===== src/common/div_pkg.sv =====
// ========================================
// shared definitions for the divide unit
// width constants, opcode and state enums and a few
// opcode helpers; modules pull it in by wildcard import
// ========================================
package div_pkg;

  // ========================================
  // widths
  localparam int XLEN   = 64;  // operand and result width
  localparam int WORD_W = 32;  // width of the w variants
  localparam int CNT_W  = 7;   // holds 0 to 64

  // ========================================
  // opcodes
  // bit 2 picks remainder, bit 1 unsigned, bit 0 word
  typedef enum logic [2:0] {
    OP_DIV   = 3'b000,
    OP_DIVW  = 3'b001,
    OP_DIVU  = 3'b010,
    OP_DIVUW = 3'b011,
    OP_REM   = 3'b100,
    OP_REMW  = 3'b101,
    OP_REMU  = 3'b110,
    OP_REMUW = 3'b111
  } div_op_e;

  // iteration FSM of the core
  typedef enum logic [1:0] {
    IDLE = 2'b00,  // waiting for an operation
    RUN  = 2'b01,  // one quotient bit per cycle
    DONE = 2'b10   // result held for the output side
  } core_state_e;

  // ========================================
  // opcode field helpers
  function automatic logic op_is_rem(input div_op_e op);
    return op[2];
  endfunction

  function automatic logic op_is_unsigned(input div_op_e op);
    return op[1];
  endfunction

  function automatic logic op_is_word(input div_op_e op);
    return op[0];
  endfunction

  // sign-extend the low word to full width
  function automatic logic [XLEN-1:0] sext_word(input logic [XLEN-1:0] x);
    return {{(XLEN-WORD_W){x[WORD_W-1]}}, x[WORD_W-1:0]};
  endfunction

endpackage


===== src/div_core/div_restoring_core.sv =====
`timescale 1ns/1ns
// ========================================
// restoring shift-subtract divider with one quotient bit per cycle
// 64 steps for doubleword ops, 32 for word ops
// special ops pass straight through to DONE
// ========================================
module div_restoring_core
  import div_pkg::*;
(
  input  logic            clk,
  input  logic            rst_n,
  input  logic            prep_valid_i,
  output logic            prep_ready_o,
  input  div_op_e         prep_op_i,
  input  logic [XLEN-1:0] prep_dividend_i,
  input  logic [XLEN-1:0] prep_divisor_i,
  input  logic            prep_neg_q_i,
  input  logic            prep_neg_r_i,
  input  logic            prep_special_i,
  input  logic [XLEN-1:0] prep_special_result_i,
  output logic            core_valid_o,
  input  logic            core_ready_i,
  output div_op_e         core_op_o,
  output logic [XLEN-1:0] core_quotient_o,
  output logic [XLEN-1:0] core_remainder_o,
  output logic            core_neg_q_o,
  output logic            core_neg_r_o,
  output logic            core_special_o,
  output logic [XLEN-1:0] core_special_result_o
);

  core_state_e       state_q;
  logic [CNT_W-1:0]  cnt_q;      // iterations left
  logic [2*XLEN-1:0] rq_q;       // {remainder, quotient}
  logic [XLEN-1:0]   dvs_q;
  logic [XLEN:0]     part;       // shifted remainder plus next bit
  logic [XLEN+1:0]   diff;
  logic              q_bit;
  logic              take;

  assign prep_ready_o = (state_q == IDLE);
  assign take         = prep_valid_i && prep_ready_o;

  // ========================================
  // one restoring step
  assign part  = rq_q[2*XLEN-1:XLEN-1];
  assign diff  = {1'b0, part} - {2'b0, dvs_q};
  assign q_bit = !diff[XLEN+1];  // no borrow

  // ========================================
  // FSM and counter
  always_ff @(posedge clk) begin
    if (rst_n) begin
      state_q <= IDLE;
      cnt_q   <= '0;
    end else begin
      case (state_q)
        IDLE: begin
          if (take) begin
            state_q <= prep_special_i ? DONE : RUN;
            if (prep_special_i) begin
              cnt_q <= '0;
            end else begin
              cnt_q <= op_is_word(prep_op_i) ? CNT_W'(WORD_W) : CNT_W'(XLEN);
            end
          end
        end
        RUN: begin
          cnt_q <= cnt_q - 1'b1;
          if (cnt_q == CNT_W'(1)) begin
            state_q <= DONE;  // last bit this cycle
          end
        end
        DONE: begin
          if (core_ready_i) begin
            state_q <= IDLE;
          end
        end
        default: state_q <= IDLE;
      endcase
    end
  end

  always_ff @(posedge clk) begin
    if (take) begin
      rq_q                  <= {{XLEN{1'b0}}, prep_dividend_i};
      dvs_q                 <= prep_divisor_i;
      core_op_o             <= prep_op_i;
      core_neg_q_o          <= prep_neg_q_i;
      core_neg_r_o          <= prep_neg_r_i;
      core_special_o        <= prep_special_i;
      core_special_result_o <= prep_special_result_i;
    end else if (state_q == RUN) begin
      rq_q <= {(q_bit ? diff[XLEN-1:0] : part[XLEN-1:0]), rq_q[XLEN-2:0], q_bit};
    end
  end

  assign core_valid_o     = (state_q == DONE);
  assign core_quotient_o  = rq_q[XLEN-1:0];
  assign core_remainder_o = rq_q[2*XLEN-1:XLEN];

  a_cnt_range: assert property (@(posedge clk) disable iff (rst_n)
    cnt_q <= CNT_W'(XLEN))
    else $error("iteration counter above 64");

  // result offered only once all bits are in
  a_valid_done: assert property (@(posedge clk) disable iff (rst_n)
    core_valid_o |-> cnt_q == '0)
    else $error("core result offered before iteration finished");

endmodule


===== src/div_operand_prep.sv =====
`timescale 1ns/1ns
// ========================================
// input side of the divide unit
// takes one operation, records signs, forms magnitudes
// and settles divide by zero and signed overflow up front
// ========================================
module div_operand_prep
  import div_pkg::*;
(
  input  logic            clk,
  input  logic            rst_n,
  input  logic            in_valid_i,
  output logic            in_ready_o,
  input  div_op_e         in_op_i,
  input  logic [XLEN-1:0] in_dividend_i,
  input  logic [XLEN-1:0] in_divisor_i,
  output logic            prep_valid_o,
  input  logic            prep_ready_i,
  output div_op_e         prep_op_o,
  output logic [XLEN-1:0] prep_dividend_o,
  output logic [XLEN-1:0] prep_divisor_o,
  output logic            prep_neg_q_o,
  output logic            prep_neg_r_o,
  output logic            prep_special_o,
  output logic [XLEN-1:0] prep_special_result_o
);

  localparam logic [XLEN-1:0]   MIN_DWORD = {1'b1, {(XLEN-1){1'b0}}};
  localparam logic [WORD_W-1:0] MIN_WORD  = {1'b1, {(WORD_W-1){1'b0}}};

  logic            is_word;
  logic            is_signed;
  logic            is_rem;
  logic [XLEN-1:0] a_sx;       // dividend, word sign-extended
  logic [XLEN-1:0] b_sx;
  logic [XLEN-1:0] a_ext;      // dividend as the op sees it
  logic [XLEN-1:0] b_ext;
  logic            a_neg;
  logic            b_neg;
  logic [XLEN-1:0] a_abs;
  logic [XLEN-1:0] b_abs;
  logic            div_zero;
  logic            overflow;
  logic [XLEN-1:0] spec_res;
  logic            accept;

  // ========================================
  // operand preparation
  assign is_word   = op_is_word(in_op_i);
  assign is_signed = !op_is_unsigned(in_op_i);
  assign is_rem    = op_is_rem(in_op_i);

  assign a_sx = is_word ? sext_word(in_dividend_i) : in_dividend_i;
  assign b_sx = is_word ? sext_word(in_divisor_i) : in_divisor_i;

  always_comb begin
    if (is_signed) begin
      a_ext = a_sx;
      b_ext = b_sx;
    end else if (is_word) begin
      a_ext = {{(XLEN-WORD_W){1'b0}}, in_dividend_i[WORD_W-1:0]};  // zero-extend
      b_ext = {{(XLEN-WORD_W){1'b0}}, in_divisor_i[WORD_W-1:0]};
    end else begin
      a_ext = in_dividend_i;
      b_ext = in_divisor_i;
    end
  end

  assign a_neg = is_signed && a_ext[XLEN-1];
  assign b_neg = is_signed && b_ext[XLEN-1];
  assign a_abs = a_neg ? (~a_ext + 1'b1) : a_ext;
  assign b_abs = b_neg ? (~b_ext + 1'b1) : b_ext;

  // ========================================
  // special cases, word ops look at the low word only
  assign div_zero = is_word ? (in_divisor_i[WORD_W-1:0] == '0) : (in_divisor_i == '0);

  assign overflow = is_signed && !div_zero &&
                    (is_word ? (in_dividend_i[WORD_W-1:0] == MIN_WORD &&
                                &in_divisor_i[WORD_W-1:0])
                             : (in_dividend_i == MIN_DWORD && &in_divisor_i));

  always_comb begin
    if (div_zero) begin
      spec_res = is_rem ? a_sx : '1;  // rem keeps dividend, quot all ones
    end else begin
      spec_res = is_rem ? '0 : a_sx;  // overflow
    end
  end

  // ========================================
  // register stage
  assign in_ready_o = !prep_valid_o || prep_ready_i;  // empty or draining
  assign accept     = in_valid_i && in_ready_o;

  always_ff @(posedge clk) begin
    if (rst_n) begin
      prep_valid_o <= 1'b0;
    end else if (accept) begin
      prep_valid_o <= 1'b1;
    end else if (prep_ready_i) begin
      prep_valid_o <= 1'b0;
    end
  end

  always_ff @(posedge clk) begin
    if (accept) begin
      prep_op_o             <= in_op_i;
      // word dividend goes to the top of the low half
      prep_dividend_o       <= is_word ? {a_abs[WORD_W-1:0], {(XLEN-WORD_W){1'b0}}} : a_abs;
      prep_divisor_o        <= is_word ? {{(XLEN-WORD_W){1'b0}}, b_abs[WORD_W-1:0]} : b_abs;
      prep_neg_q_o          <= a_neg ^ b_neg;
      prep_neg_r_o          <= a_neg;
      prep_special_o        <= div_zero || overflow;
      prep_special_result_o <= spec_res;
    end
  end

  // held operation must not move before the core takes it
  a_prep_hold: assert property (@(posedge clk) disable iff (rst_n)
    prep_valid_o && !prep_ready_i |=>
      prep_valid_o && $stable(prep_op_o) && $stable(prep_dividend_o) &&
      $stable(prep_divisor_o) && $stable(prep_neg_q_o) && $stable(prep_neg_r_o) &&
      $stable(prep_special_o) && $stable(prep_special_result_o))
    else $error("prep output changed while stalled");

endmodule


===== src/div_result_fixup.sv =====
`timescale 1ns/1ns
// ========================================
// output side of the divide unit
// picks quotient or remainder, restores the sign,
// sign-extends word results and holds them for the consumer
// ========================================
module div_result_fixup
  import div_pkg::*;
(
  input  logic            clk,
  input  logic            rst_n,
  input  logic            core_valid_i,
  output logic            core_ready_o,
  input  div_op_e         core_op_i,
  input  logic [XLEN-1:0] core_quotient_i,
  input  logic [XLEN-1:0] core_remainder_i,
  input  logic            core_neg_q_i,
  input  logic            core_neg_r_i,
  input  logic            core_special_i,
  input  logic [XLEN-1:0] core_special_result_i,
  output logic            out_valid_o,
  input  logic            out_ready_i,
  output logic [XLEN-1:0] out_result_o
);

  logic            is_rem;
  logic [XLEN-1:0] sel;
  logic            neg;
  logic [XLEN-1:0] signed_val;
  logic [XLEN-1:0] fixed;
  logic [XLEN-1:0] result_d;
  logic            take;

  // ========================================
  // result selection
  assign is_rem = op_is_rem(core_op_i);
  assign sel    = is_rem ? core_remainder_i : core_quotient_i;
  assign neg    = is_rem ? core_neg_r_i : core_neg_q_i;

  assign signed_val = neg ? (~sel + 1'b1) : sel;  // back to two's complement

  // unsigned word results sign-extend too
  assign fixed = op_is_word(core_op_i) ? sext_word(signed_val) : signed_val;

  assign result_d = core_special_i ? core_special_result_i : fixed;

  // ========================================
  // output register
  assign core_ready_o = !out_valid_o || out_ready_i;
  assign take         = core_valid_i && core_ready_o;

  always_ff @(posedge clk) begin
    if (rst_n) begin
      out_valid_o <= 1'b0;
    end else if (take) begin
      out_valid_o <= 1'b1;
    end else if (out_ready_i) begin
      out_valid_o <= 1'b0;  // consumer took it
    end
  end

  always_ff @(posedge clk) begin
    if (take) begin
      out_result_o <= result_d;
    end
  end

  a_out_hold: assert property (@(posedge clk) disable iff (rst_n)
    out_valid_o && !out_ready_i |=> out_valid_o && $stable(out_result_o))
    else $error("result dropped or changed before transfer");

endmodule


===== src/div_unit.sv =====
`timescale 1ns/1ns
// ========================================
// top level of the iterative divide unit
// operand prep, restoring core and result fixup in a row
// valid/ready on both sides, results leave in order
// ========================================
module div_unit
  import div_pkg::*;
(
  input  logic            clk,
  input  logic            rst_n,
  input  logic            in_valid_i,
  output logic            in_ready_o,
  input  div_op_e         in_op_i,
  input  logic [XLEN-1:0] in_dividend_i,
  input  logic [XLEN-1:0] in_divisor_i,
  output logic            out_valid_o,
  input  logic            out_ready_i,
  output logic [XLEN-1:0] out_result_o
);

  // prep to core
  logic            prep_valid;
  logic            prep_ready;
  div_op_e         prep_op;
  logic [XLEN-1:0] prep_dividend;
  logic [XLEN-1:0] prep_divisor;
  logic            prep_neg_q;
  logic            prep_neg_r;
  logic            prep_special;
  logic [XLEN-1:0] prep_special_result;

  // core to fixup
  logic            core_valid;
  logic            core_ready;
  div_op_e         core_op;
  logic [XLEN-1:0] core_quotient;
  logic [XLEN-1:0] core_remainder;
  logic            core_neg_q;
  logic            core_neg_r;
  logic            core_special;
  logic [XLEN-1:0] core_special_result;

  div_operand_prep i_prep (
    .clk                   (clk),
    .rst_n                 (rst_n),
    .in_valid_i            (in_valid_i),
    .in_ready_o            (in_ready_o),
    .in_op_i               (in_op_i),
    .in_dividend_i         (in_dividend_i),
    .in_divisor_i          (in_divisor_i),
    .prep_valid_o          (prep_valid),
    .prep_ready_i          (prep_ready),
    .prep_op_o             (prep_op),
    .prep_dividend_o       (prep_dividend),
    .prep_divisor_o        (prep_divisor),
    .prep_neg_q_o          (prep_neg_q),
    .prep_neg_r_o          (prep_neg_r),
    .prep_special_o        (prep_special),
    .prep_special_result_o (prep_special_result)
  );

  div_restoring_core i_core (
    .clk                   (clk),
    .rst_n                 (rst_n),
    .prep_valid_i          (prep_valid),
    .prep_ready_o          (prep_ready),
    .prep_op_i             (prep_op),
    .prep_dividend_i       (prep_dividend),
    .prep_divisor_i        (prep_divisor),
    .prep_neg_q_i          (prep_neg_q),
    .prep_neg_r_i          (prep_neg_r),
    .prep_special_i        (prep_special),
    .prep_special_result_i (prep_special_result),
    .core_valid_o          (core_valid),
    .core_ready_i          (core_ready),
    .core_op_o             (core_op),
    .core_quotient_o       (core_quotient),
    .core_remainder_o      (core_remainder),
    .core_neg_q_o          (core_neg_q),
    .core_neg_r_o          (core_neg_r),
    .core_special_o        (core_special),
    .core_special_result_o (core_special_result)
  );

  div_result_fixup i_fixup (
    .clk                   (clk),
    .rst_n                 (rst_n),
    .core_valid_i          (core_valid),
    .core_ready_o          (core_ready),
    .core_op_i             (core_op),
    .core_quotient_i       (core_quotient),
    .core_remainder_i      (core_remainder),
    .core_neg_q_i          (core_neg_q),
    .core_neg_r_i          (core_neg_r),
    .core_special_i        (core_special),
    .core_special_result_i (core_special_result),
    .out_valid_o           (out_valid_o),
    .out_ready_i           (out_ready_i),
    .out_result_o          (out_result_o)
  );

endmodule

===== config.mk =====
export PLATFORM = sky130hd
export DESIGN_NAME = div_unit
export DESIGN_NICKNAME = d
export VERILOG_FILES = /design/src/common/div_pkg.sv /design/src/div_core/div_restoring_core.sv /design/src/div_operand_prep.sv /design/src/div_result_fixup.sv /design/src/div_unit.sv
export SDC_FILE = /design/constraint.sdc
export NUM_CORES = 1
export LEC_CHECK = 0
export ABC_AREA = 1
export BUFFER_PORTS_ARGS = -buffer_cell sky130_fd_sc_hd__buf_2
export CORE_MARGIN = 5
export CORE_UTILIZATION = 45
export CTS_CLUSTER_SIZE = 14
export DETAILED_ROUTE_END_ITERATION = 16
export PLACE_DENSITY = 0.65
export SYNTH_ARGS = -nofsm -noshare
export SYNTH_HDL_FRONTEND = slang
export SYNTH_HIERARCHICAL = 1
export SYNTH_SLANG_ARGS = --single-unit

===== constraint.sdc =====
create_clock -name clk -period 26.2 [get_ports clk]
set_input_delay 1.31 -clock clk [delete_from_list [all_inputs] [get_ports clk]]
set_output_delay 1.31 -clock clk [all_outputs]
set_load 0.01 [all_outputs]

==> out/qor.txt, run 1 <==
Post-CTS Setup Repair Bufs: 0
Vias: 34700
Maximum cell stage delay along the critical path: 0.59 ns
Measured slew at the worst slew-check pin: 1.15 ns
Power density over the cells: 56.4 mW/mm^2
Stages on worst setup path: 13
Routed vias/inst: 5.39
Drt first-iter violations: 4331
Leftover overflow at the end of global routing: 0
CP max stage cell: buf_4
Cell count of the worst hold path: 0
Final std cells w/o fill: 6426
Resized Gates After CTS: 0
Wire length of the first global-routing pass: 210000 um
H-tree lvl count: 2
Clock transition at the register clock pins on the worst setup and hold paths after CTS: 0.07 ns
Number of buffer and inverter instances along the worst setup path: 2
Detailed-placement wirelength estimate: 117000 um
Core utilization of the finished layout: 49.6%
CP endpoint kind: flop
Number of iterations in the first detailed-routing pass: 6
Final critical path time including I/O delays and setup: 4.42 ns
Clock tree from TritonCTS: built
Largest voltage drop on the vdd net: 0.0495 mV
Met3 track utilization from global routing: 5.74%
Clock skew after layout: 0.0396 ns
Total Wirelength: 146000 um
Post-synthesis instance area: 0.0361 sq mm
Met2 track demand over resource in global routing: 50.3%
Hold Path Class: flop to flop
Number of nets with antenna violations after detailed routing: 0
Global placer's final weighted congestion: 1.04
Setup Viol. Count Final: 0
Die outline height: 293 um
Die Width: 293 um
Syn Nets: 5395
Highest achievable clock rate: 0.226 GHz
Top-level I/O count: 201
WP data arrival: 4.78 ns
Share of layout cells above drive strength 1: 9.15%
Num Clock Sinks: 533
Status: completed
Count of max-cap constraint violations: 0
Startpoint kind of the worst setup timing path: flop
Worst rel slew slack: 23.5%
Fin. max-slew vios: 0
Count of buffers inserted at the top-level ports: 200
GRT Total Usage: 32.8%
Average wire per cell in the routed design: 22.7 um
Worst-Skew Late Latency: 0.65 ns
Buffer type at the clock tree root: clkbuf_16
Cell type group with the largest total delay on the critical path: simple AND/OR/NAND/NOR gates
Final cycle utilization of the critical path: 16.9%
Placed insts: 6319
Cell leakage power: 0.0189 uW
Cell breakdown of the critical path: buf_4, buf_4, nand2_1, o21ai_1, ha_1, nand3_1, nor2_2, nand3_1, nand2_2, nand2_2, nor2_2, xor2_1, o21ai_0
Num CTS Buffers: 58
RSZ-0062 raised after global routing: no
Vias in the first global route: 31500
Maximum fanout along the worst path: 69
Rows: 104
Required @ worst endpoint: 26.56 ns
Core Box Area: 0.0800 sq mm
Antenna violations before repair: 14
GR peak layer: met2
Maximum number of pins on one net before global-route repair: 109
Overall Power: 2240 uW
Initial core utilization: 45.1%
Post-route DRC violation count: 0
Class of the most critical setup path: flop to flop
Area growth from synthesis to layout: 9.94%
Post-route setup TNS: 0 ns
Deepest clock path buffer count: 3
Gate Count Post-Synth: 5189
Post-synthesis area per instance: 6.96 sq um
Met1 usage: 47.0%
Final hold violation count: 0
Count of hold-fix buffers inserted at cts: 0
Count of yosys warnings during synthesis: 6
Net count of the finished layout: 5525
Reg2Reg Depth: 13
Hold slack final: 0.414 ns
Die Area: 0.0860 sq mm
[flip-flops by register name, indices dropped and copies added, names as in the netlist, 2 cells and up]
register                      cells
i_core/state_q                    2
i_prep/prep_op_o                  2
i_core/core_op_o                  2
i_prep/prep_special_result_o     64
i_core/cnt_q                      7
i_prep/prep_divisor_o            64
i_prep/prep_dividend_o           64
i_core/core_special_result_o     64
i_core/dvs_q                     64
i_core/rq_q                     128
i_fixup/out_result_o             64
[power by group]
part	internal [uW]	switching, uW	leakage (uW)
registers	998	39.0	0.00501
logic	99.3	284	0.0130
clock network	458	362	0.000914
total	1560	685	0.0189
[per-layer routing]
layer,part of all wire (%),vias to the layer above
met3,9.6,255
met1,42,16100
li1,-,16700
met4,4.2,6
met5,0.025,-
met2,44,1576
[per-stage QoR]
| step | setup slack, ns | cell area, sq um |
|---|---|---|
| CTS | 21.85 | 39700 |
| floorplan | 14.57 | 36100 |
| global route | 21.43 | 39700 |
| detailed placement | 21.17 | 37800 |
| global placement | 21.23 | 37800 |
| finish | 21.78 | 39700 |
[area by class of cell]
cell class | instances | area, sq um
antenna | 2 | 5.00
clock buffer | 72 | 1580
clock inverter | 33 | 299
fill | 8199 | 40300
inverter | 714 | 2690
multi-input combinational | 3783 | 17400
sequential | 533 | 15300
tap | 1060 | 1330
timing repair buffer | 229 | 1220
[worst reg2reg max path, stage by stage (launching register included)]
cell,delay [ns]
edfxtp_1,0.35
buf_4,0.30
buf_4,0.60
nand2_1,0.38
o21ai_1,0.45
ha_1,0.29
nand3_1,0.16
nor2_2,0.23
nand3_1,0.15
nand2_2,0.14
nand2_2,0.14
nor2_2,0.26
xor2_1,0.52
o21ai_0,0.17
[worst paths after layout]
path / to / slack [ns] / start
hold reg to reg: i_core/dvs_q[61] / 0.41 / i_prep/prep_divisor_o[61]
hold / removal: i_core/dvs_q[61] / 0.41 / i_prep/prep_divisor_o[61]
setup reg to reg: i_fixup/out_result_o[26] / 21.78 / i_core/core_op_o[2]
setup / recovery: i_fixup/out_result_o[26] / 21.78 / i_core/core_op_o[2]
[cell usage in the layout (no fill, tap or decap), types with 11 or more instances in the layout]
cell type / count
a21oi_1: 134
a21oi_2: 32
buf_2: 200
buf_4: 29
clkbuf_16: 60
clkinv_1: 16
clkinv_2: 14
dfxtp_1: 75
edfxtp_1: 458
ha_1: 70
inv_1: 671
inv_2: 28
nand2_1: 1914
nand2_2: 27
nand3_1: 382
nand3_2: 23
nand3b_1: 38
nand4_1: 59
nor2_1: 666
nor2_2: 27
nor3_1: 19
nor4_1: 11
o21ai_0: 138
o21ai_1: 69
xnor2_1: 38
xor2_1: 56
Power figures use the tool's default switching activity.
==> run 2, diff against run 1 <==
--- a/config.mk
+++ b/config.mk
@@ -5,7 +5,7 @@
 export SDC_FILE = /design/constraint.sdc
 export NUM_CORES = 1
 export LEC_CHECK = 0
-export ABC_AREA = 1
+export ABC_AREA = 0
 export BUFFER_PORTS_ARGS = -buffer_cell sky130_fd_sc_hd__buf_2
 export CORE_MARGIN = 5
 export CORE_UTILIZATION = 45
==> constraint.sdc (replaced) <==
create_clock -name clk -period 4.4 [get_ports clk]
set_input_delay 0.22 -clock clk [delete_from_list [all_inputs] [get_ports clk]]
set_output_delay 0.22 -clock clk [all_outputs]
set_load 0.01 [all_outputs]
==> out/qor.txt, run 2 <==
Deepest clock path buffer count: 3
Commonest cells after routing, fill and taps aside: edfxtp_1, nand2_1, nor2_1
Cell leakage power: 0.0134 uW
Worst rel slew slack: 5.15%
Measured slew at the worst slew-check pin: 1.42 ns
Clock transition at the register clock pins on the worst setup and hold paths after CTS: 0.06 ns
Post-synthesis instance area: 0.0306 sq mm
Num Clock Sinks: 533
Area growth from synthesis to layout: 15.6%
Final hold violation count: 0
Class of the most critical setup path: flop to flop
Setup Viol. Count Final: 0
Maximum number of pins on one net before global-route repair: 103
Required @ worst endpoint: 4.79 ns
Gate Count Post-Synth: 3058
Reg2Reg Depth: 9
Number of buffer and inverter instances along the worst setup path: 2
Total Wirelength: 104000 um
Clock tree from TritonCTS: built
Fin. max-slew vios: 0
Vias: 25900
Leftover overflow at the end of global routing: 0
Core Box Area: 0.0674 sq mm
Hold Crit Endpoint: i_prep/prep_divisor_o[58]
Status: completed
Die Area: 0.0734 sq mm
Count of max-cap constraint violations: 0
Cell type group with the largest total delay on the critical path: compound AO/OA/AOI/OAI gates
Wire length of the first global-routing pass: 153000 um
Post-synthesis area per instance: 10.0 sq um
Worst min-delay path startpoint: in_divisor_i[58]
GRT Total Usage: 27.0%
Post-route setup TNS: 0 ns
Number of flip-flops in the largest register: 128
Die outline height: 271 um
Num CTS Buffers: 56
Detailed-placement wirelength estimate: 78100 um
Maximum fanout along the worst path: 15
Final cycle utilization of the critical path: 93.3%
Startpoint kind of the worst setup timing path: flop
Power density over the cells: 463 mW/mm^2
Share of layout cells above drive strength 1: 12.9%
Cell breakdown of the critical path: buf_4, buf_4, or3_1, a222oi_1, nor4b_4, a31oi_1, xor2_1, o21ai_0, o32a_1
Antenna violations before repair: 4
Drt first-iter violations: 2670
Net count of the finished layout: 3499
Cell count of the worst hold path: 3
CP max stage cell: edfxtp_1
Maximum cell stage delay along the critical path: 0.66 ns
Number of iterations in the first detailed-routing pass: 6
Average wire per cell in the routed design: 24.7 um
Initial core utilization: 45.5%
Number of nets with antenna violations after detailed routing: 0
Register with the most flip-flops: i_core/rq_q
Highest achievable clock rate: 0.244 GHz
Top-level I/O count: 201
Routed vias/inst: 6.14
Global placer's final weighted congestion: 0.980
Final critical path time including I/O delays and setup: 4.10 ns
Count of yosys warnings during synthesis: 6
Most frequent standard cell in the layout excluding fill and tap cells: edfxtp_1
CP endpoint kind: flop
Buffer type at the clock tree root: clkbuf_16
Worst-Skew Late Latency: 0.66 ns
Vias in the first global route: 24600
Die Width: 271 um
Rows: 95
Worst flop-to-flop path startpoint: i_core/core_op_o[2]
WP data arrival: 4.50 ns
Syn Nets: 3264
Post-route DRC violation count: 0
Largest voltage drop on the vdd net: 0.324 mV
Fillers: 6016
Setup slack on the worst flop-to-flop path: 0.30 ns
RSZ-0062 raised after global routing: no
Overall Power: 16400 uW
Hold Path Class: input port to flop
Count of buffers inserted at the top-level ports: 200
Library cell appearing most often on the critical path: buf_4
Clock skew after layout: 0.0457 ns
H-tree lvl count: 2
Reg2Reg Capture Point: i_fixup/out_result_o[59]
-- run 2: worst max path at each step --
stage / to / cells after the start / startpoint
6_report: i_fixup/out_result_o[59] / 9 / i_core/core_op_o[2]
5_1_grt: i_fixup/out_result_o[59] / 9 / i_core/core_op_o[2]
4_1_cts: i_fixup/out_result_o[59] / 8 / i_core/core_op_o[2]
3_5_place_dp: i_fixup/out_result_o[59] / 8 / i_core/core_op_o[2]
3_3_place_gp: i_fixup/out_result_o[59] / 8 / i_core/core_op_o[2]
2_1_floorplan: i_fixup/out_result_o[56] / 16 / i_core/core_op_o[2]
-- run 2: timing repair --
| action | 4_1_cts | 5_1_grt |
|---|---|---|
| setup endpoints to repair | 0 | 1 |
| resized for setup | 0 | 0 |
| hold endpoints to repair | 82 | 0 |
| hold buffers | 75 | 0 |
| setup buffers | 0 | 1 |
-- run 2: stage by stage --
| step | setup WS, ns | util [%] | hold WS (ns) | std cells | instance area (sq um) |
|---|---|---|---|---|---|
| 5_1_grt | 0.112 | 52.5 | 0.0270 | 4212 | 35400 |
| 3_3_place_gp | 0.306 | 48.5 | 0.400 | 4032 | 32700 |
| 4_1_cts | 0.223 | 52.5 | 0.00115 | 4211 | 35400 |
| 6_report | 0.295 | 52.5 | 0.0302 | 4213 | 35400 |
| 3_5_place_dp | 0.263 | 48.5 | 0.405 | 4032 | 32700 |
| 2_1_floorplan | 0.270 | - | 0.289 | 3058 | 30600 |
-- run 2: final cells by class --
| cell class | instances | area [sq um] | share of cell area [%] |
|---|---|---|---|
| antenna | 1 | 2.50 | 0.00707 |
| clock buffer | 70 | 1470 | 4.16 |
| clock inverter | 34 | 498 | 1.41 |
| inverter | 106 | 403 | 1.14 |
| multi-input combinational | 2249 | 14300 | 40.4 |
| sequential | 533 | 15300 | 43.1 |
| tap | 873 | 1090 | 3.09 |
| timing repair buffer | 347 | 2370 | 6.69 |
-- run 2: worst reg2reg max path: cells and delay by family, from the launching register on --
kind,cells,cell delay (ns)
AO/OA/AOI/OAI,4,1.35
AND/OR/NAND/NOR,2,0.76
flip-flops,1,0.66
XOR/XNOR,1,0.60
buffers and inverters,2,0.48
-- run 2: report_power, final --
| group | internal (uW) | total [uW] | switching, uW |
|---|---|---|---|
| registers | 6140 | 6610 | 467 |
| logic | 1740 | 4750 | 3010 |
| clock network | 2980 | 5040 | 2060 |
-- run 2: metal layers --
layer  GRT usage [%]  wire length, um
met1            34.5            40100
met2            45.8            50600
met3            4.62             8380
met4            10.9             4820
met5               0               78
